===== config.mk =====
export PLATFORM = sky130hd
export DESIGN_NAME = nkmd_cpu
export DESIGN_NICKNAME = d
export VERILOG_FILES = /design/src/logic/nkmd_cfg_pkg.sv /design/src/logic/nkmd_isa_pkg.sv /design/src/logic/nkmd_pipe_bus.sv /design/src/logic/nkmd_cpu.sv /design/src/logic/nkmd_cpu_wb.sv /design/src/logic/nkmd_cpu_ex.sv /design/src/logic/nkmd_cpu_regfile.sv /design/src/logic/nkmd_cpu_dcd.sv /design/src/logic/nkmd_cpu_if.sv
export SDC_FILE = /design/constraint.sdc
export NUM_CORES = 2
export LEC_CHECK = 0
export BUFFER_PORTS_ARGS = -buffer_cell sky130_fd_sc_hd__buf_2
export CAP_MARGIN = 10
export CORE_ASPECT_RATIO = 0.8
export CORE_MARGIN = 2
export CORE_UTILIZATION = 50
export CTS_BUF_LIST = sky130_fd_sc_hd__clkbuf_8
export DETAILED_ROUTE_END_ITERATION = 8
export PLACE_DENSITY_LB_ADDON = 0.15
export SLEW_MARGIN = 20
export SYNTH_ARGS = -nofsm -noshare
export SYNTH_HDL_FRONTEND = slang
export SYNTH_SLANG_ARGS = --single-unit

===== constraint.sdc =====
create_clock -name clk -period 13.5 [get_ports clk]
set_input_delay 2.7 -clock clk [delete_from_list [all_inputs] [get_ports clk]]
set_output_delay 2.7 -clock clk [all_outputs]
set_load 0.02 [all_outputs]

===== src/logic/nkmd_cfg_pkg.sv =====
`default_nettype none

package nkmd_cfg_pkg;

    localparam int WORD_W = 32;

    typedef logic [WORD_W-1:0] word_t;

    // Shift amount covers one word
    localparam int SHAMT_W = $clog2(WORD_W);

    localparam int NUM_REGS = 16;

    // Program bus is word addressed
    localparam word_t RESET_PC = word_t'(0);

endpackage

`default_nettype wire


===== src/logic/nkmd_isa_pkg.sv =====
`default_nettype none

package nkmd_isa_pkg;

    // Field positions within the instruction word
    localparam int OPC_W = 4;
    localparam int OPC_LO = 28;
    localparam int REGSEL_W = 4;
    localparam int RD_LO = 24;
    localparam int RS_LO = 20;
    localparam int RT_LO = 16;
    localparam int ALUSEL_W = 3;
    localparam int ALUSEL_LO = 13;
    localparam int IMM_W = 13;

    typedef logic [REGSEL_W-1:0] regsel_t;

    // Selector 0 is hardwired to zero
    localparam regsel_t REG_ZERO = regsel_t'(0);

    typedef enum logic [OPC_W-1:0] {
        OP_NOP  = 4'h0,
        OP_ALU  = 4'h1,
        OP_ALUI = 4'h2,
        OP_LD   = 4'h3,
        OP_ST   = 4'h4,
        OP_JMP  = 4'h5,
        OP_BZ   = 4'h6
    } opcode_e;

    typedef enum logic [ALUSEL_W-1:0] {
        ALU_ADD   = 3'd0,
        ALU_SUB   = 3'd1,
        ALU_AND   = 3'd2,
        ALU_OR    = 3'd3,
        ALU_XOR   = 3'd4,
        ALU_SHL   = 3'd5,
        ALU_SHR   = 3'd6,
        // Second operand straight through
        ALU_PASSB = 3'd7
    } alu_op_e;

endpackage

`default_nettype wire

===== src/logic/nkmd_pipe_bus.sv =====
`timescale 1ns/1ps
`default_nettype none

// Decode to register read
interface dcd_bus;
    import nkmd_isa_pkg::*;
    import nkmd_cfg_pkg::*;

    logic valid;
    opcode_e op;
    alu_op_e alusel;
    regsel_t rd;
    regsel_t rs;
    regsel_t rt;
    word_t imm;
    word_t pc;

    modport src (output valid, op, alusel, rd, rs, rt, imm, pc);
    modport dst (input valid, op, alusel, rd, rs, rt, imm, pc);
endinterface

// Register read to execute
interface rf_bus;
    import nkmd_isa_pkg::*;
    import nkmd_cfg_pkg::*;

    logic valid;
    opcode_e op;
    alu_op_e alusel;
    regsel_t rd;
    word_t rsval;
    word_t rtval;
    word_t imm;
    word_t pc;

    modport src (output valid, op, alusel, rd, rsval, rtval, imm, pc);
    modport dst (input valid, op, alusel, rd, rsval, rtval, imm, pc);
endinterface

// Execute to writeback
interface ex_bus;
    import nkmd_isa_pkg::*;
    import nkmd_cfg_pkg::*;

    logic valid;
    opcode_e op;
    regsel_t rd;
    word_t result;
    word_t sdata;

    modport src (output valid, op, rd, result, sdata);
    modport dst (input valid, op, rd, result, sdata);
endinterface

`default_nettype wire


===== src/logic/nkmd_cpu.sv =====
`timescale 1ns/1ps
`default_nettype none

module nkmd_cpu (
    input  wire                 clk,
    input  wire                 rst,

    // Program bus
    input  nkmd_cfg_pkg::word_t p_data_i,
    output nkmd_cfg_pkg::word_t p_addr_o,

    // Data bus
    input  nkmd_cfg_pkg::word_t r_data_i,
    output nkmd_cfg_pkg::word_t r_data_o,
    output nkmd_cfg_pkg::word_t r_addr_o,
    output logic                r_we_o
);
    import nkmd_isa_pkg::*;
    import nkmd_cfg_pkg::*;

    word_t if_inst;
    word_t if_pc;
    logic ex_redirect;
    word_t ex_target;
    logic ex_flush;
    logic wb_we;
    regsel_t wb_sel;
    word_t wb_data;

    dcd_bus dcd_link ();
    rf_bus rf_link ();
    ex_bus ex_link ();

    nkmd_cpu_if u_if (
        .clk(clk), .rst(rst),
        .p_data_i(p_data_i), .p_addr_o(p_addr_o),
        .redirect_i(ex_redirect), .target_i(ex_target),
        .inst_o(if_inst), .pc_o(if_pc));

    nkmd_cpu_dcd u_dcd (
        .clk(clk), .rst(rst),
        .inst_i(if_inst), .pc_i(if_pc), .flush_i(ex_flush),
        .dcd(dcd_link.src));

    nkmd_cpu_regfile u_regfile (
        .clk(clk), .rst(rst),
        .dcd(dcd_link.dst), .flush_i(ex_flush),
        .we_i(wb_we), .wsel_i(wb_sel), .wdata_i(wb_data),
        .rf(rf_link.src));

    nkmd_cpu_ex u_ex (
        .clk(clk), .rst(rst),
        .rf(rf_link.dst), .ex(ex_link.src),
        .redirect_o(ex_redirect), .target_o(ex_target), .flush_o(ex_flush));

    nkmd_cpu_wb u_wb (
        .clk(clk), .rst(rst),
        .ex(ex_link.dst),
        .r_data_i(r_data_i), .r_addr_o(r_addr_o), .r_data_o(r_data_o), .r_we_o(r_we_o),
        .we_o(wb_we), .wsel_o(wb_sel), .wdata_o(wb_data));

endmodule

`default_nettype wire


===== src/logic/nkmd_cpu_wb.sv =====
`timescale 1ns/1ps
`default_nettype none

module nkmd_cpu_wb (
    input  wire                     clk,
    input  wire                     rst,

    ex_bus.dst                      ex,

    input  nkmd_cfg_pkg::word_t     r_data_i,
    output nkmd_cfg_pkg::word_t     r_addr_o,
    output nkmd_cfg_pkg::word_t     r_data_o,
    output logic                    r_we_o,

    output logic                    we_o,
    output nkmd_isa_pkg::regsel_t   wsel_o,
    output nkmd_cfg_pkg::word_t     wdata_o
);
    import nkmd_isa_pkg::*;
    import nkmd_cfg_pkg::*;

    logic access;
    logic store;
    word_t addr_q;
    word_t data_q;

    assign access = ex.valid && (ex.op == OP_LD || ex.op == OP_ST);
    assign store = ex.valid && ex.op == OP_ST;

    // Bus lines hold their last value between accesses
    always_ff @(posedge clk) begin
        if (rst) begin
            addr_q <= '0;
        end else if (access) begin
            addr_q <= ex.result;
        end
    end

    always_ff @(posedge clk) begin
        if (store) begin
            data_q <= ex.sdata;
        end
    end

    assign r_addr_o = access ? ex.result : addr_q;
    assign r_data_o = store ? ex.sdata : data_q;
    assign r_we_o = store;

    assign we_o = ex.valid && ex.op inside {OP_ALU, OP_ALUI, OP_LD};
    assign wsel_o = ex.rd;
    assign wdata_o = (ex.op == OP_LD) ? r_data_i : ex.result;

endmodule

`default_nettype wire


===== src/logic/nkmd_cpu_ex.sv =====
`timescale 1ns/1ps
`default_nettype none

module nkmd_cpu_ex (
    input  wire                 clk,
    input  wire                 rst,

    rf_bus.dst                  rf,
    ex_bus.src                  ex,

    output logic                redirect_o,
    output nkmd_cfg_pkg::word_t target_o,
    output logic                flush_o
);
    import nkmd_isa_pkg::*;
    import nkmd_cfg_pkg::*;

    word_t opb;
    word_t alu_out;
    word_t result;
    logic [SHAMT_W-1:0] shamt;

    assign opb = (rf.op == OP_ALUI) ? rf.imm : rf.rtval;
    assign shamt = opb[SHAMT_W-1:0];

    always_comb begin
        case (rf.alusel)
            ALU_ADD: alu_out = rf.rsval + opb;
            ALU_SUB: alu_out = rf.rsval - opb;
            ALU_AND: alu_out = rf.rsval & opb;
            ALU_OR: alu_out = rf.rsval | opb;
            ALU_XOR: alu_out = rf.rsval ^ opb;
            ALU_SHL: alu_out = rf.rsval << shamt;
            ALU_SHR: alu_out = rf.rsval >> shamt;
            default: alu_out = opb;
        endcase
    end

    always_comb begin
        case (rf.op)
            OP_ALU, OP_ALUI: result = alu_out;
            // Address generation
            OP_LD, OP_ST: result = rf.rsval + rf.imm;
            default: result = '0;
        endcase
    end

    // BZ tests rt; both branch forms are pc relative
    assign redirect_o = rf.valid &&
        (rf.op == OP_JMP || (rf.op == OP_BZ && rf.rtval == '0));
    assign target_o = rf.pc + rf.imm;
    assign flush_o = redirect_o;

    always_ff @(posedge clk) begin
        if (rst) begin
            ex.valid <= 1'b0;
        end else begin
            ex.valid <= rf.valid;
        end
    end

    always_ff @(posedge clk) begin
        ex.op <= rf.op;
        ex.rd <= rf.rd;
        ex.result <= result;
        ex.sdata <= rf.rtval;
    end

endmodule

`default_nettype wire


===== src/logic/nkmd_cpu_regfile.sv =====
`timescale 1ns/1ps
`default_nettype none

module nkmd_cpu_regfile (
    input  wire                     clk,
    input  wire                     rst,

    dcd_bus.dst                     dcd,
    input  wire                     flush_i,

    input  wire                     we_i,
    input  nkmd_isa_pkg::regsel_t   wsel_i,
    input  nkmd_cfg_pkg::word_t     wdata_i,

    rf_bus.src                      rf
);
    import nkmd_isa_pkg::*;
    import nkmd_cfg_pkg::*;

    word_t regs [1:NUM_REGS-1];
    word_t rs_val;
    word_t rt_val;

    // Same-cycle writeback wins over the stored value
    function automatic word_t read_reg(regsel_t sel);
        if (sel == REG_ZERO) begin
            return '0;
        end
        if (we_i && wsel_i == sel) begin
            return wdata_i;
        end
        return regs[sel];
    endfunction

    always_ff @(posedge clk) begin
        if (rst) begin
            for (int i = 1; i < NUM_REGS; i++) begin
                regs[i] <= '0;
            end
        end else if (we_i && wsel_i != REG_ZERO) begin
            regs[wsel_i] <= wdata_i;
        end
    end

    always_comb begin
        rs_val = read_reg(dcd.rs);
        rt_val = read_reg(dcd.rt);
    end

    always_ff @(posedge clk) begin
        if (rst) begin
            rf.valid <= 1'b0;
        end else begin
            rf.valid <= dcd.valid && !flush_i;
        end
    end

    always_ff @(posedge clk) begin
        rf.op <= dcd.op;
        rf.alusel <= dcd.alusel;
        rf.rd <= dcd.rd;
        rf.rsval <= rs_val;
        rf.rtval <= rt_val;
        rf.imm <= dcd.imm;
        rf.pc <= dcd.pc;
    end

endmodule

`default_nettype wire


===== src/logic/nkmd_cpu_dcd.sv =====
`timescale 1ns/1ps
`default_nettype none

module nkmd_cpu_dcd (
    input  wire                 clk,
    input  wire                 rst,

    input  nkmd_cfg_pkg::word_t inst_i,
    input  nkmd_cfg_pkg::word_t pc_i,
    input  wire                 flush_i,

    dcd_bus.src                 dcd
);
    import nkmd_isa_pkg::*;
    import nkmd_cfg_pkg::*;

    opcode_e opc;
    logic known;

    assign opc = opcode_e'(inst_i[OPC_LO +: OPC_W]);

    // NOP and undefined opcodes never enter the pipe
    assign known = opc inside {OP_ALU, OP_ALUI, OP_LD, OP_ST, OP_JMP, OP_BZ};

    always_ff @(posedge clk) begin
        if (rst) begin
            dcd.valid <= 1'b0;
        end else begin
            dcd.valid <= known && !flush_i;
        end
    end

    always_ff @(posedge clk) begin
        dcd.op <= opc;
        dcd.alusel <= alu_op_e'(inst_i[ALUSEL_LO +: ALUSEL_W]);
        dcd.rd <= inst_i[RD_LO +: REGSEL_W];
        dcd.rs <= inst_i[RS_LO +: REGSEL_W];
        dcd.rt <= inst_i[RT_LO +: REGSEL_W];
        dcd.imm <= {{(WORD_W-IMM_W){inst_i[IMM_W-1]}}, inst_i[IMM_W-1:0]};
        dcd.pc <= pc_i;
    end

endmodule

`default_nettype wire


===== src/logic/nkmd_cpu_if.sv =====
`timescale 1ns/1ps
`default_nettype none

module nkmd_cpu_if (
    input  wire                 clk,
    input  wire                 rst,

    input  nkmd_cfg_pkg::word_t p_data_i,
    output nkmd_cfg_pkg::word_t p_addr_o,

    input  wire                 redirect_i,
    input  nkmd_cfg_pkg::word_t target_i,

    output nkmd_cfg_pkg::word_t inst_o,
    output nkmd_cfg_pkg::word_t pc_o
);
    import nkmd_cfg_pkg::*;

    word_t pc_q;

    always_ff @(posedge clk) begin
        if (rst) begin
            pc_q <= RESET_PC;
        end else if (redirect_i) begin
            pc_q <= target_i;
        end else begin
            pc_q <= pc_q + word_t'(1);
        end
    end

    // Program bus answers in the same cycle
    assign p_addr_o = pc_q;
    assign inst_o = p_data_i;
    assign pc_o = pc_q;

endmodule

`default_nettype wire


## Yosys cells after proc, flatten, opt, wreduce, memory -nomap -nowiden

Memories as Yosys holds them, arrays and structs flattened. A register that Yosys moved wholly into a read port is not among the register bits.
Cells that the tools add are included.

| word-level totals | value |
|---|---|
| register bits | 355 |
| RAM bits | 480 |
| bits of input ports | 66 |
| output and inout port bits | 97 |
| logic and storage cells | 111 |
| memories kept | 1 |

| operators by class | value |
|---|---|
| add/sub/neg operators | 5 |
| eq/ne operators | 24 |
| shifts and indexed selects | 2 |
| multiplexer cells | 29 |
| bitwise operators | 3 |
| reductions and logical operators | 23 |

Memories:

| name | depth | width | read ports | clocked after Yosys merged registers in | write ports | RTL line | source |
|---|---|---|---|---|---|---|---|
| u_regfile.regs | 15 | 32 | 2 | 2 | 15 | nkmd_cpu_regfile.sv:20 | `word_t regs [1:NUM_REGS-1];` |

Operators with widths:

| kind | number |
|---|---|
| 32-bit two-way mux | 14 |
| 32-bit case mux with 7 select lines | 1 |
| 32-bit adder | 3 |
| 32-bit case mux with 2 select lines | 1 |
| 32-bit by 1-bit adder with 32-bit output, second input constant | 1 |
| 32-bit bitwise AND | 1 |
| 32-bit zero test | 1 |
| 32-bit bitwise OR | 1 |
| 32-bit OR reduction | 1 |
| 32-bit by 5-bit << shifter with 32-bit output | 1 |
| 32-bit by 5-bit right shift with 32-bit output | 1 |
| 32-bit subtractor | 1 |
| 32-bit XOR | 1 |
| 4-bit by 3-bit == test with 1-bit output, second input constant | 7 |
| 4-bit by 2-bit == test with 1-bit output, second input constant | 6 |
| 4-bit by 1-bit == test with 1-bit output, second input constant | 3 |
| 1-bit two-way mux | 12 |
| 1-bit logical AND | 10 |
| 3-bit == test, second input constant | 3 |
| 4-bit == test | 2 |
| 4-bit zero test | 2 |
| 3-bit by 2-bit == test with 1-bit output, second input constant | 2 |
| 6-bit nonzero test | 1 |
| 4-bit two-way mux | 1 |
| 7 further kinds | 9 |

## Longest topological paths before layout

| depth | value |
|---|---|
| depth in word-level cells | 9 |
| gate-level depth with buffers | 24 |
| depth with buffers taken out | 20 |

## Hierarchy

Synthesis repeated with hierarchy kept, for this count alone.

| unflattened totals | value |
|---|---|
| cell total of the unflattened synthesis | 4400 |
| area total of the unflattened synthesis | 51355.5 µm² |

By module, submodules not included:

| module | times used | cells an instance | area each (µm²) | sequential area each (µm²) |
|---|---|---|---|---|
| nkmd_cpu_regfile | 1 | 1927 | 30978.5 | 18177.4 |
| nkmd_cpu_ex | 1 | 1788 | 13317.8 | 1461.4 |
| nkmd_cpu_wb | 1 | 306 | 3261.9 | 1281.2 |
| nkmd_cpu_if | 1 | 291 | 2331.0 | 640.6 |
| nkmd_cpu_dcd | 1 | 88 | 1466.4 | 1301.2 |

## Worst setup path after synthesis

Ideal clock, no wire load.

| path | value |
|---|---|
| path type | register -> register |
| start | register u_regfile.rf.op[0] |
| end | register u_ex.ex.result[26] |
| library setup time | 138 ps |
| arrival time | 5452 ps |
| required time | 13362 ps |
| path slack | 7910 ps |
| cell stages (with the launch flop) | 24 |
| path buffers | 5 |
| period minus slack after synthesis | 5590 ps |
| path through | dfxtp_1 > or4b_1 > buf_4 > mux2_2 > buf_2 > inv_2 > buf_4 > buf_1 > ha_1 > o2111ai_1 > or3b_2 > nor3_1 > nand3_1 > o21ai_0 > xnor2_1 > ha_1 > clkbuf_1 > a21o_1 > a21oi_1 > o21ai_0 > a221oi_1 > o21ai_0 > a2111oi_0 > o22ai_1 |

| on the way | value |
|---|---|
| longest elaborated chain between the ends | 5 |
| elaborated cells between the ends (all ways) | 16 |
| those cells by class | 2 x add/sub; 4 x eq/ne; 2 x shift; 3 x mux; 3 x bitwise; 2 x reduce/logical |

RTL lines:

| element | RTL line | source |
|---|---|---|
| from (decl) | nkmd_pipe_bus.sv:36 | `modport src (output valid, op, alusel, rd, rsval, rtval, imm, pc);` |
| 4-bit by 2-bit == test with 1-bit output | nkmd_cpu_ex.sv:23, nkmd_cpu_ex.sv:40 |  |
| 32-bit two-way mux | nkmd_cpu_ex.sv:23 | `assign opb = (rf.op == OP_ALUI) ? rf.imm : rf.rtval;` |
| 32-bit subtractor (tied with other cells) | nkmd_cpu_ex.sv:29 | `ALU_SUB: alu_out = rf.rsval - opb;` |
| 32-bit case mux with 7 select lines | nkmd_cpu_ex.sv:27 | `case (rf.alusel)` |
| 32-bit case mux with 2 select lines * | nkmd_cpu_ex.sv:40 | `case (rf.op)` |
| net u_ex.result[26] | nkmd_cpu_ex.sv:20 | `word_t result;` |
| to (decl) | nkmd_pipe_bus.sv:51 | `modport src (output valid, op, rd, result, sdata);` |

The timed path passes the listed nets; every way through them passes the cells marked *.
A chain may end at the register's enable or synchronous reset.

## Worst setup path after layout

| path | value |
|---|---|
| start | register u_ex.ex.op[3] |
| end | output port r_addr_o[22] |

| on the way | value |
|---|---|
| longest elaborated chain between the ends | 4 |
| elaborated cells between the ends (all ways) | 5 |
| those cells by class | 2 x eq/ne; 1 x mux; 2 x reduce/logical |

RTL lines:

| element | RTL line | source |
|---|---|---|
| from (decl) | nkmd_pipe_bus.sv:51 |  |
| 4-bit by 2-bit == test with 1-bit output or 4-bit by 3-bit == test with 1-bit output (tied branches) | nkmd_cpu_wb.sv:27 | `assign access = ex.valid && (ex.op == OP_LD \|\| ex.op == OP_ST);` |
| 1-bit logical OR * | nkmd_cpu_wb.sv:27 |  |
| 1-bit logical AND * | nkmd_cpu_wb.sv:27 |  |
| 32-bit two-way mux * | -- |  |
| to (decl) | nkmd_cpu.sv:15 | `output nkmd_cfg_pkg::word_t r_addr_o,` |

Every way passes the cells marked *; elsewhere a longest branch is shown, timed or not.

==> out/metrics.cfg <==
[floorplanning]
die_w_um=348
core_sq_um=93500
die_h_um=279
initial_utilization_pct=50.7
dieArea_sq_um=97200
rows=100
ios=163

[worst_setup_path]
crit_arrival_ps=3520
crit_slowest_cell=a21oi_4
critPathMostFrequentCell=buf_4
endpoint_kind=primary output
crit_type=register to primary output
r2r_slack_ps=7300
cp_max_fo=33
start_kind=register
crit_path_cell_trace=nor2_1, and3_2, buf_4, a21oi_4, buf_4, mux2_2, buf_2
cp_slowest_stage_delay_ps=690
worst-path-buf-inv=3
path_delay_family=buffers and inverters
required_ps=10800

[sta]
finalHoldViolCount=0
finalSetupViolations=0
timing.fmax_mhz=161
worst_slew_pin_slew_ps=1020
slew_headroom_pct=31.4
finalMaxSlewViolations=0
fin_crit_sh_pct=46.1
rsz0062_at_grt=no
fin_tns_setup_ps=0
fin_crit_ps=6220
clock_skew_ps=59.0

[layout]
fin_cells=5660
fillers=7875
syn2layout_area_growth_pct=11.8
largest_register_ffs=512
regMostFlops=u_regfile.regs
num-nets-final=4549
layout-drive-gt1-share_pct=22.1

[global_route]
grt_pass1_wl_um=236000
grt_pass1_vias=34800
grt_usage_pct=33.1
antenna_found_initial=11
grt_overflow=0
grt_max_degree=62

[yosys]
synth_most_common_cell=nor2_1
yosys-top-cells-count=779 x nor2_1, 512 x edfxtp_1, 355 x dfxtp_1
syn_area_sq_um=47400
syn_avg_cell_area_sq_um=11.4
yosys.cell_types.count=79
synth_area_leaders=edfxtp_1 32%, mux4_2 16%, dfxtp_1 15%
ys_async_sr_fraction_pct=0
ys_ff_latch=867
synth_edf_count=512
synth_flop_cell=edfxtp_1
yosysSeqAreaShare_pct=47.5
synthCells=4161
synth_top_area_share_pct=32.5
synth_warnings=0
synth_top_cell_by_area=edfxtp_1

[clock_tree]
clock_sinks=867
clk_latency_ps=860
clkTransAtPathRegs_ps=70
post_cts_resized=0
cts_buffers=142
cts_hold_buf=0
cts_tree=yes
htreeDepth=4
cts_setup_buffers=0
cts_max_path_buffers=3
root_buffer=clkbuf_8

[placed_design]
port_buffers=162
dp_hpwl_um=109000
place_congestion=1.06
dp_cells=5399

[power]
leakage_nw=20.5
power.density_nw_per_um2=133
vdd_drop_max_v=0.000101

[status]
status=complete, no violations

[route]
wl_per_cell_um=28.6
drtAntennaViolNets=0
drc_errors=0
dr.first_iter.drc_count=5008
wl_um=162000
drt-pass1-iter-count=6
viasPerCell=6.45
vias=36500

[hold_path]
hold_class=register to register

[run]
cap_violations=0

==> area by class of cell <==
cell class	count	area, sq um	area share [%]
Timing Repair Buffer	278	1710	3.23
Clock inverter	93	773	1.46
Tap cell	1224	1530	2.89
Clock buffer	163	2240	4.24
Multi-Input combinational cell	2909	23700	44.8
Sequential cell	867	22500	42.5
Inverter	122	458	0.865
Antenna cell	4	10.0	0.0189
==> cell usage in the layout, fill, tap and decap left out, drive strengths merged, types with 9 or more instances in the layout <==
cell and count:
nand3 50, a211oi 63, nand2b 29, o21ai 147, a31oi 20, mux2 78, a221oi 14, clkinv 29
a21o 47, xnor2 95, buf 278, nand2 218, mux2i 173, o22ai 33, edfxtp 512, mux4 327
dfxtp 355, clkbuf 163, o221ai 27, or2 9, xor2 50, and2 9, and3 15, o21a 14
ha 160, conb 32, nor4 15, nor2 779, inv 173, a22oi 13, nor3 49, a21oi 231
nand4 12, nor2b 51, bufinv 10, o211ai 29
==> per-stage QoR <==
stage	cell area [sq um]	total power, W	hold WS [ps]	util [%]	setup WS, ps
floorplan	47500	0.00403	310	-	7910
global placement	49800	0.00457	310	53.3	7410
detailed placement	49900	0.00457	312	53.3	7370
CTS	52900	0.00701	321	56.6	7260
global route	52900	0.00728	331	56.6	7020
finish	52900	0.00703	320	56.6	7280
==> final timing paths <==
check | startpoint | endpoint | cells after the start
min reg2reg | u_dcd.dcd.pc[23] | u_regfile.rf.pc[23] | 0
min | u_dcd.dcd.pc[23] | u_regfile.rf.pc[23] | 0
max | u_ex.ex.op[3] | r_addr_o[22] | 7
max reg2reg | u_regfile.rf.op[2] | u_ex.ex.result[26] | 18
==> cells by family after synthesis <==
group / count (synthesis) / share of synthesized area (%)
buf+inv: 416 / 3.35
flops: 867 / 47.5
simple gates: 1262 / 11.2
compound gates: 729 / 9.80
mux: 578 / 21.1
xor+xnor: 145 / 2.70
other cells: 1 / 0.00792
fa+ha+maj: 163 / 4.35
==> where the power goes <==
part / internal (W) / switching [W]
registers: 0.00293 / 0.000168
logic: 0.000560 / 0.000915
clock network: 0.00132 / 0.00115
total: 0.00480 / 0.00223
==> routing by layer <==
metal | vias to the layer above | wire length [um] | GRT usage, %
met1 | 18100 | 69500 | 49.6
met3 | 331 | 19900 | 8.76
met4 | 6 | 4620 | 10.4
met2 | 2307 | 67600 | 46.8
li1 | 15800 | - | -
met5 | - | 37 | 0
Power figures use the tool's default switching activity.
